--- src/logic/video_pkg.sv ---
package video_pkg;

  // raster geometry in pixels per line and lines per frame
  localparam int h_active = 24;
  localparam int h_front = 2;
  localparam int h_sync = 4;
  localparam int h_total = 32;
  localparam int v_active = 16;
  localparam int v_front = 1;
  localparam int v_sync = 2;
  localparam int v_total = 20;

  localparam int instrument_count = 3;
  localparam int band_w = 8;
  localparam int decay_step = 16;
  // one line of bar for each step of this size in level
  localparam int level_per_line = 16;
  // volume units per lit meter pixel
  localparam int meter_div = 32;

  typedef struct packed {
    logic [4:0] h_count;
    logic [4:0] v_count;
    logic       active_draw;
    logic       new_frame;
  } raster_t;

  typedef struct packed {
    logic [9:0] volume;
    logic [9:0] delay_wet;
    logic [9:0] delay_rate;
  } knob_t;

  typedef struct packed {
    logic [instrument_count-1:0][7:0] level;
  } levels_t;

  typedef struct packed {
    logic       valid;
    logic [6:0] key;
    logic [6:0] velocity;
  } midi_t;

  typedef struct packed {
    logic [7:0] red;
    logic [7:0] green;
    logic [7:0] blue;
  } pixel_t;

  // level of the bar covering (col, row) and 0 where that spot is unlit
  function automatic logic [7:0] bar_value(input logic [4:0] col, input logic [4:0] row,
                                           input levels_t levels);
    logic [1:0] band;
    logic [7:0] level;
    logic [4:0] from_bottom;
    band = 2'(col / 5'(band_w));
    level = '0;
    from_bottom = '0;
    bar_value = '0;
    if (col < 5'(h_active) && row < 5'(v_active) && band < 2'(instrument_count)) begin
      level = levels.level[band];
      from_bottom = 5'(v_active - 1) - row;
      if (from_bottom < 5'(level / 8'(level_per_line))) begin
        bar_value = level;
      end
    end
  endfunction

endpackage
--- src/logic/video_processor.sv ---
`timescale 1ns/1ps

module video_processor (
  input  logic              clk_pixel,
  input  logic              rst,
  input  video_pkg::midi_t  midi,
  input  video_pkg::knob_t  knobs,
  output video_pkg::pixel_t pixel_to_hdmi,
  output logic              active_draw_to_hdmi,
  output logic              h_sync_to_hdmi,
  output logic              v_sync_to_hdmi
);

  video_pkg::raster_t raster;
  video_pkg::levels_t live_levels;
  video_pkg::levels_t frame_levels;
  video_pkg::knob_t   frame_knobs;

  logic [7:0] dry_intensity;
  logic [7:0] dry_intensity_d;
  logic [7:0] delay_intensity;
  logic [7:0] total_intensity;

  video_sig_gen u_sig_gen (
    .clk_pixel(clk_pixel),
    .rst      (rst),
    .raster   (raster)
  );

  note_tracker u_note_tracker (
    .clk_pixel  (clk_pixel),
    .rst        (rst),
    .midi       (midi),
    .new_frame  (raster.new_frame),
    .live_levels(live_levels)
  );

  // drawing sees one set of levels and knobs per frame
  frame_latch #(
    .payload_t(video_pkg::levels_t)
  ) u_level_latch (
    .clk_pixel(clk_pixel),
    .rst      (rst),
    .new_frame(raster.new_frame),
    .d        (live_levels),
    .q        (frame_levels)
  );

  frame_latch #(
    .payload_t(video_pkg::knob_t)
  ) u_knob_latch (
    .clk_pixel(clk_pixel),
    .rst      (rst),
    .new_frame(raster.new_frame),
    .d        (knobs),
    .q        (frame_knobs)
  );

  dry_gen u_dry_gen (
    .clk_pixel(clk_pixel),
    .rst      (rst),
    .raster   (raster),
    .levels   (frame_levels),
    .intensity(dry_intensity)
  );

  delay_gen u_delay_gen (
    .clk_pixel(clk_pixel),
    .rst      (rst),
    .raster   (raster),
    .levels   (frame_levels),
    .wet      (frame_knobs.delay_wet),
    .rate     (frame_knobs.delay_rate),
    .intensity(delay_intensity)
  );

  // dry path is one stage shorter than the echo
  always_ff @(posedge clk_pixel) begin
    if (rst) begin
      dry_intensity_d <= '0;
      total_intensity <= '0;
    end else begin
      dry_intensity_d <= dry_intensity;
      if (dry_intensity_d > delay_intensity) begin
        total_intensity <= dry_intensity_d - delay_intensity;
      end else begin
        total_intensity <= delay_intensity - dry_intensity_d;
      end
    end
  end

  gui_overlay u_gui_overlay (
    .clk_pixel          (clk_pixel),
    .rst                (rst),
    .raster             (raster),
    .intensity          (total_intensity),
    .volume             (frame_knobs.volume),
    .pixel_to_hdmi      (pixel_to_hdmi),
    .active_draw_to_hdmi(active_draw_to_hdmi),
    .h_sync_to_hdmi     (h_sync_to_hdmi),
    .v_sync_to_hdmi     (v_sync_to_hdmi)
  );

endmodule

--- src/logic/gui_overlay.sv ---
`timescale 1ns/1ps

module gui_overlay (
  input  logic               clk_pixel,
  input  logic               rst,
  input  video_pkg::raster_t raster,
  input  logic [7:0]         intensity,
  input  logic [9:0]         volume,
  output video_pkg::pixel_t  pixel_to_hdmi,
  output logic               active_draw_to_hdmi,
  output logic               h_sync_to_hdmi,
  output logic               v_sync_to_hdmi
);

  // position lines up with intensity after three stages
  video_pkg::raster_t [2:0] raster_d;
  video_pkg::raster_t       pos;
  logic                     h_sync_now;
  logic                     v_sync_now;
  logic                     meter_lit;

  assign pos = raster_d[2];

  assign h_sync_now = (pos.h_count >= 5'(video_pkg::h_active + video_pkg::h_front)) &&
                      (pos.h_count < 5'(video_pkg::h_active + video_pkg::h_front +
                                        video_pkg::h_sync));
  assign v_sync_now = (pos.v_count >= 5'(video_pkg::v_active + video_pkg::v_front)) &&
                      (pos.v_count < 5'(video_pkg::v_active + video_pkg::v_front +
                                        video_pkg::v_sync));

  // volume meter on the top row
  assign meter_lit = (pos.v_count == 5'd0) &&
                     (pos.h_count < 5'(volume / 10'(video_pkg::meter_div)));

  always_ff @(posedge clk_pixel) begin
    if (rst) begin
      raster_d <= '0;
      pixel_to_hdmi <= '0;
      active_draw_to_hdmi <= 1'b0;
      h_sync_to_hdmi <= 1'b0;
      v_sync_to_hdmi <= 1'b0;
    end else begin
      raster_d <= {raster_d[1:0], raster};
      active_draw_to_hdmi <= pos.active_draw;
      h_sync_to_hdmi <= h_sync_now;
      v_sync_to_hdmi <= v_sync_now;
      if (!pos.active_draw) begin
        pixel_to_hdmi <= '0;
      end else if (meter_lit) begin
        pixel_to_hdmi <= '1;
      end else begin
        pixel_to_hdmi <= {intensity, intensity, intensity};
      end
    end
  end

endmodule

--- src/logic/delay_gen.sv ---
`timescale 1ns/1ps

module delay_gen (
  input  logic               clk_pixel,
  input  logic               rst,
  input  video_pkg::raster_t raster,
  input  video_pkg::levels_t levels,
  input  logic [9:0]         wet,
  input  logic [9:0]         rate,
  output logic [7:0]         intensity
);

  logic [2:0]  offset;
  logic [4:0]  src_col;
  logic        in_range;
  logic [7:0]  echo_bar;
  logic [7:0]  echo_level;
  logic [15:0] product;

  assign offset = rate[2:0];
  assign in_range = raster.h_count >= {2'b00, offset};
  assign src_col = raster.h_count - {2'b00, offset};

  // echo reads the bar image from a column further left
  assign echo_bar = video_pkg::bar_value(src_col, raster.v_count, levels);

  // wet gain as an 8-bit fraction
  assign product = echo_level * wet[9:2];

  always_ff @(posedge clk_pixel) begin
    if (rst) begin
      echo_level <= '0;
      intensity <= '0;
    end else begin
      echo_level <= (raster.active_draw && in_range) ? echo_bar : 8'd0;
      intensity <= product[15:8];
    end
  end

endmodule

--- src/logic/dry_gen.sv ---
`timescale 1ns/1ps

module dry_gen (
  input  logic               clk_pixel,
  input  logic               rst,
  input  video_pkg::raster_t raster,
  input  video_pkg::levels_t levels,
  output logic [7:0]         intensity
);

  logic [7:0] bar;

  // bars grow up from the bottom line of each band
  assign bar = video_pkg::bar_value(raster.h_count, raster.v_count, levels);

  always_ff @(posedge clk_pixel) begin
    if (rst) begin
      intensity <= '0;
    end else begin
      intensity <= raster.active_draw ? bar : 8'd0;
    end
  end

endmodule

--- src/logic/note_tracker.sv ---
`timescale 1ns/1ps

module note_tracker (
  input  logic               clk_pixel,
  input  logic               rst,
  input  video_pkg::midi_t   midi,
  input  logic               new_frame,
  output video_pkg::levels_t live_levels
);

  logic [1:0] inst_sel;
  logic [7:0] note_level;

  // keys cycle through the instruments
  assign inst_sel = 2'(midi.key % 7'd3);
  // zero velocity is a note-off
  assign note_level = (midi.velocity == 7'd0) ? 8'd0 : {midi.velocity, 1'b0};

  always_ff @(posedge clk_pixel) begin
    if (rst) begin
      live_levels <= '0;
    end else begin
      for (int i = 0; i < video_pkg::instrument_count; i++) begin
        if (midi.valid && inst_sel == 2'(i)) begin
          live_levels.level[i] <= note_level;
        end else if (new_frame) begin
          // saturating decay
          if (live_levels.level[i] > 8'(video_pkg::decay_step)) begin
            live_levels.level[i] <= live_levels.level[i] - 8'(video_pkg::decay_step);
          end else begin
            live_levels.level[i] <= 8'd0;
          end
        end
      end
    end
  end

endmodule

--- src/logic/frame_latch.sv ---
`timescale 1ns/1ps

module frame_latch #(
  parameter type payload_t = logic [7:0]
) (
  input  logic     clk_pixel,
  input  logic     rst,
  input  logic     new_frame,
  input  payload_t d,
  output payload_t q
);

  // value held for the whole frame
  always_ff @(posedge clk_pixel) begin
    if (rst) begin
      q <= '0;
    end else if (new_frame) begin
      q <= d;
    end
  end

endmodule

--- src/logic/video_sig_gen.sv ---
`timescale 1ns/1ps

module video_sig_gen (
  input  logic               clk_pixel,
  input  logic               rst,
  output video_pkg::raster_t raster
);

  logic [4:0] h_next;
  logic [4:0] v_next;
  logic       h_wrap;
  logic       v_wrap;

  assign h_wrap = (raster.h_count == 5'(video_pkg::h_total - 1));
  assign v_wrap = (raster.v_count == 5'(video_pkg::v_total - 1));

  // next position that the flags below are decoded from
  always_comb begin
    h_next = h_wrap ? 5'd0 : raster.h_count + 5'd1;
    v_next = raster.v_count;
    if (h_wrap) begin
      v_next = v_wrap ? 5'd0 : raster.v_count + 5'd1;
    end
  end

  always_ff @(posedge clk_pixel) begin
    if (rst) begin
      raster.h_count <= '0;
      raster.v_count <= '0;
      // raster rests on the drawn pixel (0,0) and holds off the frame pulse
      raster.active_draw <= 1'b1;
      raster.new_frame <= 1'b0;
    end else begin
      raster.h_count <= h_next;
      raster.v_count <= v_next;
      raster.active_draw <= (h_next < 5'(video_pkg::h_active)) &&
                            (v_next < 5'(video_pkg::v_active));
      raster.new_frame <= (h_next == 5'd0) && (v_next == 5'd0);
    end
  end

endmodule

--- config.mk ---
export PLATFORM = sky130hd
export DESIGN_NAME = video_processor
export DESIGN_NICKNAME = d
export VERILOG_FILES = /design/src/logic/video_pkg.sv /design/src/logic/video_processor.sv /design/src/logic/gui_overlay.sv /design/src/logic/delay_gen.sv /design/src/logic/dry_gen.sv /design/src/logic/note_tracker.sv /design/src/logic/frame_latch.sv /design/src/logic/video_sig_gen.sv
export SDC_FILE = /design/constraint.sdc
export NUM_CORES = 1
export LEC_CHECK = 0
export ABC_AREA = 1
export CORE_UTILIZATION = 64
export DETAILED_ROUTE_END_ITERATION = 8
export DONT_BUFFER_PORTS = 1
export PLACE_DENSITY_LB_ADDON = 0.08
export SYNTH_ARGS = -nofsm -noshare
export SYNTH_HDL_FRONTEND = slang
export SYNTH_SLANG_ARGS = --single-unit
--- constraint.sdc ---
create_clock -name clk_pixel -period 5.4 [get_ports clk_pixel]
set_input_delay 0.81 -clock clk_pixel [delete_from_list [all_inputs] [get_ports clk_pixel]]
set_output_delay 0.81 -clock clk_pixel [all_outputs]
set_load 0.01 [all_outputs]
==> results of run 1 <==
==> where the power goes <==
part           switching, W  internal (W)  leakage, nW
sequential        0.0000447       0.00118         1.24
combinational      0.000214      0.000115         3.03
clock              0.000510      0.000654        0.289
==> how the worst max path moves through the flow <==
stage | end | from | slack [ns]
after floorplan | u_delay_gen.intensity[5] | u_delay_gen.echo_level[2] | 1.38
after global placement | u_delay_gen.intensity[5] | u_knob_latch.q[19] | 1.27
after detailed placement | u_delay_gen.intensity[5] | u_delay_gen.echo_level[2] | 1.23
after CTS | u_delay_gen.intensity[5] | u_delay_gen.echo_level[2] | 1.22
after global routing | u_delay_gen.intensity[5] | u_delay_gen.echo_level[2] | 0.90
final | u_delay_gen.intensity[5] | u_delay_gen.echo_level[2] | 1.21
==> cells in the final DEF, fill, tap and decap left out, types with 3 or more instances in the layout <==
master     count
nor2_1       133
a21oi_1       70
nand3_1       60
nor4_1         3
ha_1          72
nor3_1        12
nand3_2        6
nand2_2        9
a21o_1         3
conb_1         4
a22oi_1        6
inv_6          3
xor2_1         5
nor2_4         4
or2_2          3
o21bai_1       3
xnor2_1        3
a221oi_1       3
clkbuf_16     17
clkinv_4       3
a211oi_1       4
o21a_1         4
o211ai_1       9
dfxtp_1      153
inv_8          4
nand2_1      163
o21ai_0       78
a2bb2oi_1      7
inv_1        207
nand4_1        9
fa_1          34
==> routing by layer <==
metal	track usage, %	vias up	share of wire (%)
li1	-	3513	-
met3	5.07	22	3.8
met1	29.2	3088	45
met2	42.1	116	50
met5	0	-	0
met4	9.57	0	1.8
==> final cells by class <==
class	count	area, sq um
Multi-Input combinational cell	718	4540
Fill cell	1160	4040
Sequential cell	153	3060
Inverter	209	785
Clock buffer	17	425
Tap cell	176	220
Clock inverter	15	161
Timing Repair Buffer	2	15.0
==> cells by family after synthesis <==
logic type,share of synthesized area (%)
compound gates,12.5
other cells,0.0864
flops,35.2
mux,0.230
fa+ha+maj,18.2
simple gates,20.3
buf+inv,12.7
xor+xnor,0.806
==> worst max-delay path: stages (launching register included) <==
cell	delay (ns)
dfxtp_1	0.49
nand2_1	0.13
fa_1	0.54
inv_1	0.05
fa_1	0.50
fa_1	0.53
fa_1	0.49
ha_1	0.36
a21oi_1	0.17
nand2_1	0.11
a21oi_1	0.21
o21bai_1	0.12
a21o_1	0.18
o21ai_0	0.13
a21oi_1	0.06
==> state kept, by name, indices dropped and copies added, names as in the netlist, 7 cells and up <==
name	count
dry_intensity_d	8
total_intensity	8
u_delay_gen.echo_level	7
u_delay_gen.intensity	8
u_dry_gen.intensity	8
u_gui_overlay.pixel_to_hdmi	8
u_gui_overlay.pos	11
u_gui_overlay.raster_d	22
u_knob_latch.q	16
u_level_latch.q	21
u_note_tracker.live_levels	21
u_sig_gen.raster	12
==> per-stage QoR <==
| step | power [W] | worst slack [ns] | hold slack, ns | instances | util [%] |
|---|---|---|---|---|---|
| 2_1_floorplan | 0.00152 | 1.38 | 0.388 | 1142 | - |
| 6_report | 0.00271 | 1.21 | 0.401 | 1290 | 69.5 |
| 5_1_grt | 0.00283 | 0.904 | 0.415 | 1290 | 69.5 |
| 3_5_place_dp | 0.00157 | 1.23 | 0.392 | 1258 | 65.1 |
| 4_1_cts | 0.00273 | 1.22 | 0.402 | 1290 | 69.5 |
| 3_3_place_gp | 0.00156 | 1.27 | 0.390 | 1258 | 65.1 |
==> key figures, run 1 <==
Die
  • Height of the die: 119 um
  • Core area: 13200 sq um
  • IO Count: 74
  • Die X: 119 um
  • Rows: between 40 and 50
  • Die area: about 14000 sq um
  • Initial Util: about two thirds

CTS
  • Num CTS Buffers: 17
  • # resized after CTS: 0
  • TritonCTS clock tree: done
  • Root Driver: clkbuf_16
  • Setup bufs post-CTS: 0
  • Max Root-Sink Buffers: 2
  • CTS Sinks: 153
  • Worst skew pair latency: 0.42 ns
  • CTS Hold Bufs: 0
  • # H-tree levels: 4
  • CTS clk-pin slew, worst paths: approximately 0.07 ns

Layout
  • # nets final: 1254
  • Cell area after layout: slightly above 9000 sq um
  • Layout area overhead: 5.92%
  • Ant diodes: 0
  • Layout cells sized above 1: between 5 and 6%

GRT
  • Global-route wire length before repair: ~28000 um
  • Total GRT Usage: 24.2%
  • Largest net degree at the start of global routing: 68
  • Antenna violations before repair: 0
  • GRT overflow: 0
  • Vias in the first global route: roughly 6200

Timing
  • Relative slew slack: between 30% and 40%
  • Setup total negative slack: 0 ns
  • Minimum clock period: roughly 4.2 ns
  • Worst slew pin tran: 1.00 ns
  • Final Cycle Share: 77.5%
  • Max Clk Rate: between 0.2 and 0.25 GHz
  • Final Slew Violations: 0
  • Fin Clk Skew: 0.00639 ns
  • RSZ-0062 raised after global routing: false
  • Final setup fails: 0
  • Final Hold Viols: 0

Flow run
  • # Max-Cap Violations: 0

Logic synthesis
  • Synth warnings: 0
  • Synth area leaders: dfxtp_1, ha_1, inv_1
  • Ys flop type: dfxtp_1
  • Most numerous cell in the Yosys netlist: inv_1
  • Syn Area/Cell: 7.63 sq um
  • Synth area leader: dfxtp_1
  • Yosys top cell area share: 35.2%
  • Register area share after synthesis: 35.2%
  • Yosys reg bits: 153
  • Mapped Area: 8690 sq um
  • Synth async-reset ratio: 0%
  • Post-synthesis cell type count: 43
  • Synthesized instance count: 1140
  • Number of synthesized flops with an enable pin: 0
  • Post-synth top cells: inv_1, nand2_1, dfxtp_1

Placed design
  • HPWL after DPL: around 12000 um
  • RePlAce Congestion: 0.859
  • Buffers on Ports: 0
  • Dpl cell area: 8620 sq um

Drt
  • DRC violations left: 0
  • DR WL/cell: 12.7 um
  • Vias per inst: 5.22
  • Post-route ant nets: 0
  • Starting DRT DRC Count: 426
  • Total wire length: around 16000 um
  • Via count: slightly below 7000
  • DRT Pass-1 Iters: 5

Setup path
  • Worst r2r dst: u_delay_gen.intensity[5]
  • CP arrival: 4.50 ns
  • Worst r2r path cells: 14
  • Worst EP required: approximately 5.7 ns
  • Worst setup SP type: flip-flop
  • CP endpoint kind: flip-flop
  • Critical R2R Launch: u_delay_gen.echo_level[2]
  • Kind of critical path: reg2reg
  • Crit path max fanout: 8
  • R2R Setup Slk: 1.21 ns

Hold path
  • HP Class: reg2reg
  • WHS Endpoint: dry_intensity_d[0]
  • Hold wc startpoint: u_dry_gen.intensity[0]
  • WHS Path Cells: 2

Pwr
  • Worst vdd ir: 0.000232 V
  • Pleak: 4.56 nW
  • Pwr/cell area: around 290 nW/um^2

Status
  • Run status: completed
Power figures use the tool's default switching activity.
==> run 2, diff against run 1 <==
clock period = 4.1 ns   (was 5.4 ns; I/O delays follow)
==> run 2 against run 1 <==
Cell area grew 3.0%. Non-clock buffer count up 16. Worst hold slack got worse by 0.14 ns. First-iteration DRC count increased by 8.5%. Die area did not move. Register-to-register slack lost 1.0 ns. Routed wire length increased by 2.3%. Fmax grew 7.2%. Clock skew up 0.0016 ns. Clock power up 46%. Critical path type unchanged. Critical endpoint unchanged. Largest power group is now the clock network. Highest routed layer unchanged.
==> key figures, run 2 (synthesis gave the netlist of run 1 again) <==
Setup path
  • Kind of critical path: reg2reg
  • Crit path max fanout: 6
  • Crit path max-delay family: adder cells
  • CP Cell Sequence: buf_4, nand2_1, inv_1, fa_1, inv_1, fa_1, inv_1, fa_1, fa_1, ha_4, a21oi_4, nand2_2, nand3_2, nand2_2, a21oi_2, o21bai_1, a21o_1, o21ai_1, a21oi_1
  • Most frequent CP cell: fa_1
  • Worst EP required: about 4.4 ns
  • Critical path buffers and inverters: 4
  • Worst setup SP type: flip-flop
  • Largest stage delay on the critical path: 0.57 ns
  • CP endpoint kind: flip-flop
  • CP arrival: about 4.2 ns
  • Crit-path slowest cell: fa_1

Drt
  • WL met3: just under 600 um
  • DRC violations left: 0
  • DR WL/cell: 12.9 um
  • Vias per inst: 5.21
  • WL met1: ~7600 um
  • DRT Pass-1 Iters: 5
  • Via count: 6802
  • Top Layer Used: met4
  • Total wire length: 16800 um
  • Starting DRT DRC Count: 462
  • Met2 WL: 8220 um
  • Post-route ant nets: 0

Pwr
  • Pleak: 4.66 nW
  • Pwr/cell area: 394 nW/um^2
  • Worst vdd ir: between 0.0003 and 0.0004 V

Layout
  • Biggest registers after layout: u_gui_overlay.raster_d x22, u_level_latch.q x21, u_note_tracker.live_levels x21
  • Layout area overhead: 9.12%
  • # nets final: 1270
  • Cell area after layout: 9490 sq um
  • Layout cells sized above 1: under 10%
  • Most common cell after layout, fill and taps aside: inv_1
  • Ant diodes: 0
  • Filler instances: 1081
  • Commonest cells after routing, fill and taps aside: inv_1, nand2_1, dfxtp_1
  • Top reg by flops: u_gui_overlay.raster_d
  • Fin cells: 1306
  • Max reg flops: 22

Die
  • Rows: 42
  • Core area: 13200 sq um
  • IO Count: 74
  • Die X: 119 um
  • Die area: ~14000 sq um
  • Height of the die: 119 um
  • Initial Util: about two thirds

Placed design
  • RePlAce Congestion: 0.855
  • Buffers on Ports: 0
  • Placed cell count: 1273
  • Dpl cell area: roughly 8700 sq um
  • HPWL after DPL: 12100 um

Timing
  • Final Slew Violations: 0
  • Fin Clk Skew: 0.00801 ns
  • Max Clk Rate: 0.256 GHz
  • Final setup fails: 0
  • Final Hold Viols: 0
  • Worst slew pin tran: around 0.84 ns
  • Relative slew slack: between 40% and 50%
  • Final Cycle Share: between 90% and 100%
  • Minimum clock period: 3.90 ns
  • Setup total negative slack: 0 ns

CTS
  • CTS clk-pin slew, worst paths: 0.07 ns
  • Root Driver: clkbuf_16
  • CTS Sinks: 153
  • # H-tree levels: 4
  • Max Root-Sink Buffers: 2
  • Worst skew pair latency: 0.43 ns
  • Num CTS Buffers: 17
  • TritonCTS clock tree: done

GRT
  • GRT overflow: 0
  • Total GRT Usage: 25.4%
  • Antenna violations before repair: 0
  • Vias in the first global route: 6401
  • Largest net degree at the start of global routing: 68
  • Global-route wire length before repair: 28800 um

Hold path
  • HP Class: in2reg

Flow run
  • # Max-Cap Violations: 0

Status
  • Run status: completed
run 2: cell types whose count changed in the layout (fill, tap and decap cells not counted), moves of 4 or more:
cell,change
buf_4,+16
ha_4,+4
dfxtp_2,+7
dfxtp_1,-10
ha_1,-4
run 2: timing repair:
item	4_1_cts	5_1_grt
endpoints found under the hold margin	0	0
pin swaps	0	10
endpoints found under the setup margin	3	5
buffers inserted	0	1
resized for setup	2	26
hold buffers	0	0
run 2: path summary, 6_finish.rpt:
check	from	endpoint	slack, ns	cells after the start
setup reg to reg	u_delay_gen.echo_level[4]	u_delay_gen.intensity[5]	0.20	19
hold reg to reg	u_gui_overlay.raster_d[4]	u_gui_overlay.raster_d[16]	0.40	2
hold / removal	rst	u_gui_overlay.pos[7]	0.26	1
setup / recovery	u_delay_gen.echo_level[4]	u_delay_gen.intensity[5]	0.20	19
run 2: area by class of cell:
cell class | count | area (sq um) | share of cell area [%]
tap | 176 | 220 | 2.32
clock buffer | 17 | 425 | 4.48
timing repair buffer | 18 | 135 | 1.42
multi-input combinational | 718 | 4620 | 48.7
clock inverter | 15 | 214 | 2.26
inverter | 209 | 785 | 8.27
sequential | 153 | 3080 | 32.5
run 2: per-layer routing:
metal	vias up	global-route usage [%]
met2	118	42.2
met3	31	5.02
li1	3540	-
met1	3113	32.0
met5	-	0
met4	0	10.8
run 2: stage by stage:
step	utilization, %	power [W]	hold slack, ns	setup WS [ns]
2_1_floorplan	-	0.00200	0.388	0.0822
3_3_place_gp	65.9	0.00206	0.391	0.0513
3_5_place_dp	65.9	0.00207	0.392	-0.0407
4_1_cts	70.8	0.00375	0.240	0.0405
5_1_grt	71.6	0.00390	0.240	-0.0168
6_report	71.6	0.00373	0.262	0.196
run 2: worst reg2reg max path, stage by stage (launching register included):
cell and delay (ns):
dfxtp_4 0.36, buf_4 0.14, nand2_1 0.05, inv_1 0.05, fa_1 0.35, inv_1 0.09
fa_1 0.38, inv_1 0.07, fa_1 0.43, fa_1 0.57, ha_4 0.24, a21oi_4 0.17
nand2_2 0.10, nand3_2 0.07, nand2_2 0.06, a21oi_2 0.15, o21bai_1 0.10, a21o_1 0.20
o21ai_1 0.12, a21oi_1 0.06
run 2: power breakdown:
| group | internal (W) | switching (W) | leakage [nW] | total, W |
|---|---|---|---|---|
| Sequential | 0.00155 | 0.0000554 | 1.25 | 0.00160 |
| Combinational | 0.000157 | 0.000288 | 3.11 | 0.000445 |
| Clock | 0.00103 | 0.000653 | 0.305 | 0.00169 |
==> run 3, diff against run 2 <==
--- a/config.mk
+++ b/config.mk
@@ -10,5 +10,5 @@
 export DETAILED_ROUTE_END_ITERATION = 8
 export DONT_BUFFER_PORTS = 1
-export PLACE_DENSITY_LB_ADDON = 0.08
+export PLACE_DENSITY = 0.8
 export SYNTH_ARGS = -nofsm -noshare
 export SYNTH_HDL_FRONTEND = slang
==> constraint.sdc (replaced) <==
create_clock -name clk_pixel -period 4.1 [get_ports clk_pixel]
set_input_delay 0.615 -clock clk_pixel [delete_from_list [all_inputs] [get_ports clk_pixel]]
set_output_delay 0.615 -clock clk_pixel [all_outputs]
set_load 0.005 [all_outputs]
==> run 3 against run 2 <==
Fmax about the same. Sequential power about the same. Via count increased by 1.7%. Largest cell class unchanged. Largest power group is now registers.
==> key figures, run 3 (synthesis gave the netlist of run 1 again) <==
Die
  • Rows: 42
  • Core area: 13200 sq um
  • Die X: 119 um
  • Initial Util: 65.6%
  • Die area: 14100 sq um
  • IO Count: 74
  • Height of the die: 119 um

Placed design
  • RePlAce Congestion: 0.873
  • Buffers on Ports: 0
  • Dpl cell area: a little under 9000 sq um
  • Placed cell count: about 1300
  • HPWL after DPL: 12000 um

Pwr
  • Worst vdd ir: about 0.00034 V
  • Pwr/cell area: a little under 400 nW/um^2
  • Pleak: roughly 4.6 nW

Layout
  • Filler instances: 1057
  • Ant diodes: 0
  • Multi-input logic area: 4590 sq um
  • Top reg by flops: u_gui_overlay.raster_d
  • Most common cell after layout, fill and taps aside: inv_1
  • Layout area overhead: 7.99%
  • Fin cells: roughly 1300
  • Commonest cells after routing, fill and taps aside: inv_1, nand2_1, dfxtp_1
  • # nets final: 1268
  • Layout cells sized above 1: under 10%
  • Biggest registers after layout: u_gui_overlay.raster_d x22, u_level_latch.q x21, u_note_tracker.live_levels x21
  • Max reg flops: 22
  • Final Util: 70.9%
  • Sequential cell area: 3080 sq um
  • Cell area after layout: 9390 sq um

CTS
  • Root Driver: clkbuf_16
  • CTS Sinks: 153
  • TritonCTS clock tree: done
  • Num CTS Buffers: 17
  • Max Root-Sink Buffers: 2
  • CTS clk-pin slew, worst paths: approximately 0.060 ns
  • # H-tree levels: 4
  • Worst skew pair latency: 0.43 ns
  • CTS Hold Bufs: 0

Drt
  • Post-route ant nets: 0
  • Vias per inst: 5.30
  • DRC violations left: 0
  • Via count: ~6900
  • DRT Pass-1 Iters: 5
  • DR WL/cell: 13.1 um
  • Total wire length: about 17000 um
  • Starting DRT DRC Count: 380

Hold path
  • WHS Endpoint: u_note_tracker.live_levels[1]
  • Hold wc startpoint: rst
  • HP Class: in2reg
  • WHS Path Cells: 1

Flow run
  • # Max-Cap Violations: 0

Setup path
  • Kind of critical path: reg2reg
  • Worst r2r dst: u_delay_gen.intensity[7]
  • Worst setup SP type: flip-flop
  • Worst r2r path cells: 15
  • Critical R2R Launch: u_knob_latch.q[19]
  • R2R Setup Slk: 0.20 ns
  • Worst EP required: 4.46 ns
  • Crit path max fanout: 5
  • CP endpoint kind: flip-flop
  • CP arrival: approximately 4.3 ns

GRT
  • Global-route wire length before repair: 28900 um
  • Total GRT Usage: 25.4%
  • Vias in the first global route: 6595
  • Largest net degree at the start of global routing: 68
  • Antenna violations before repair: 0
  • GRT overflow: 0

Timing
  • Worst slew pin tran: 0.768 ns
  • Final Cycle Share: 95.1%
  • Minimum clock period: 3.90 ns
  • Final Slew Violations: 0
  • Fin Clk Skew: 0.00648 ns
  • Relative slew slack: 48.7%
  • Max Clk Rate: 0.256 GHz
  • Final setup fails: 0
  • Final Hold Slack: about 0.25 ns
  • Final Hold Viols: 0

Status
  • Run status: completed
-- run 3: layout make-up --
class | instances | area share, %
multi-input combinational | 718 | 48.9
sequential | 153 | 32.8
inverter | 209 | 8.36
clock buffer | 19 | 4.61
tap | 176 | 2.35
clock inverter | 13 | 1.69
timing repair buffer | 16 | 1.28
-- run 3: critical path, stage by stage (launching register included) --
cell and delay (ns):
dfxtp_1 0.37, nand2_1 0.10, fa_1 0.54, inv_1 0.05, fa_1 0.52, fa_1 0.53, fa_1 0.54, ha_4 0.31
nand2_1 0.07, o21ai_1 0.16, nand2_1 0.08, o2111ai_1 0.11, nand2_1 0.12, nand2_1 0.10, o21ai_0 0.08, a21oi_1 0.14
-- run 3: worst max path at each step --
stage	endpoint	from	cells after the start
final	u_delay_gen.intensity[7]	u_knob_latch.q[19]	15
after floorplan	u_delay_gen.intensity[5]	u_delay_gen.echo_level[2]	15
after global placement	u_delay_gen.intensity[5]	u_delay_gen.echo_level[2]	14
after CTS	u_delay_gen.intensity[5]	u_knob_latch.q[16]	18
after detailed placement	u_delay_gen.intensity[5]	u_knob_latch.q[16]	18
after global routing	u_delay_gen.intensity[7]	u_knob_latch.q[19]	16
-- run 3: metal layers --
layer  routed length, um  vias up  GRT usage, %
met3                 734       46          6.52
li1                    -     3534             -
met5                   0        -             0
met4                 446        0          9.57
met1                7290     3169          29.7
met2                8560      166          44.4
-- run 3: what timing repair did --
item / CTS / global route
resized for setup: 0 / 22
buffers inserted: 0 / 1
endpoints found under the setup margin: 0 / 5
-- run 3: per-stage QoR --
step	worst slack, ns	TNS, ns	power, W
finish	0.199	0	0.00361
global route	-0.0234	-0.0234	0.00377
CTS	0.00532	0	0.00362
detailed placement	0.0222	0	0.00207
global placement	0.0614	0	0.00206
floorplan	0.0822	0	0.00200
-- run 3: power by group --
part           switching [W]  total [W]  internal, W
sequential         0.0000547    0.00160      0.00155
clock               0.000650    0.00156     0.000914
combinational       0.000287   0.000442     0.000155
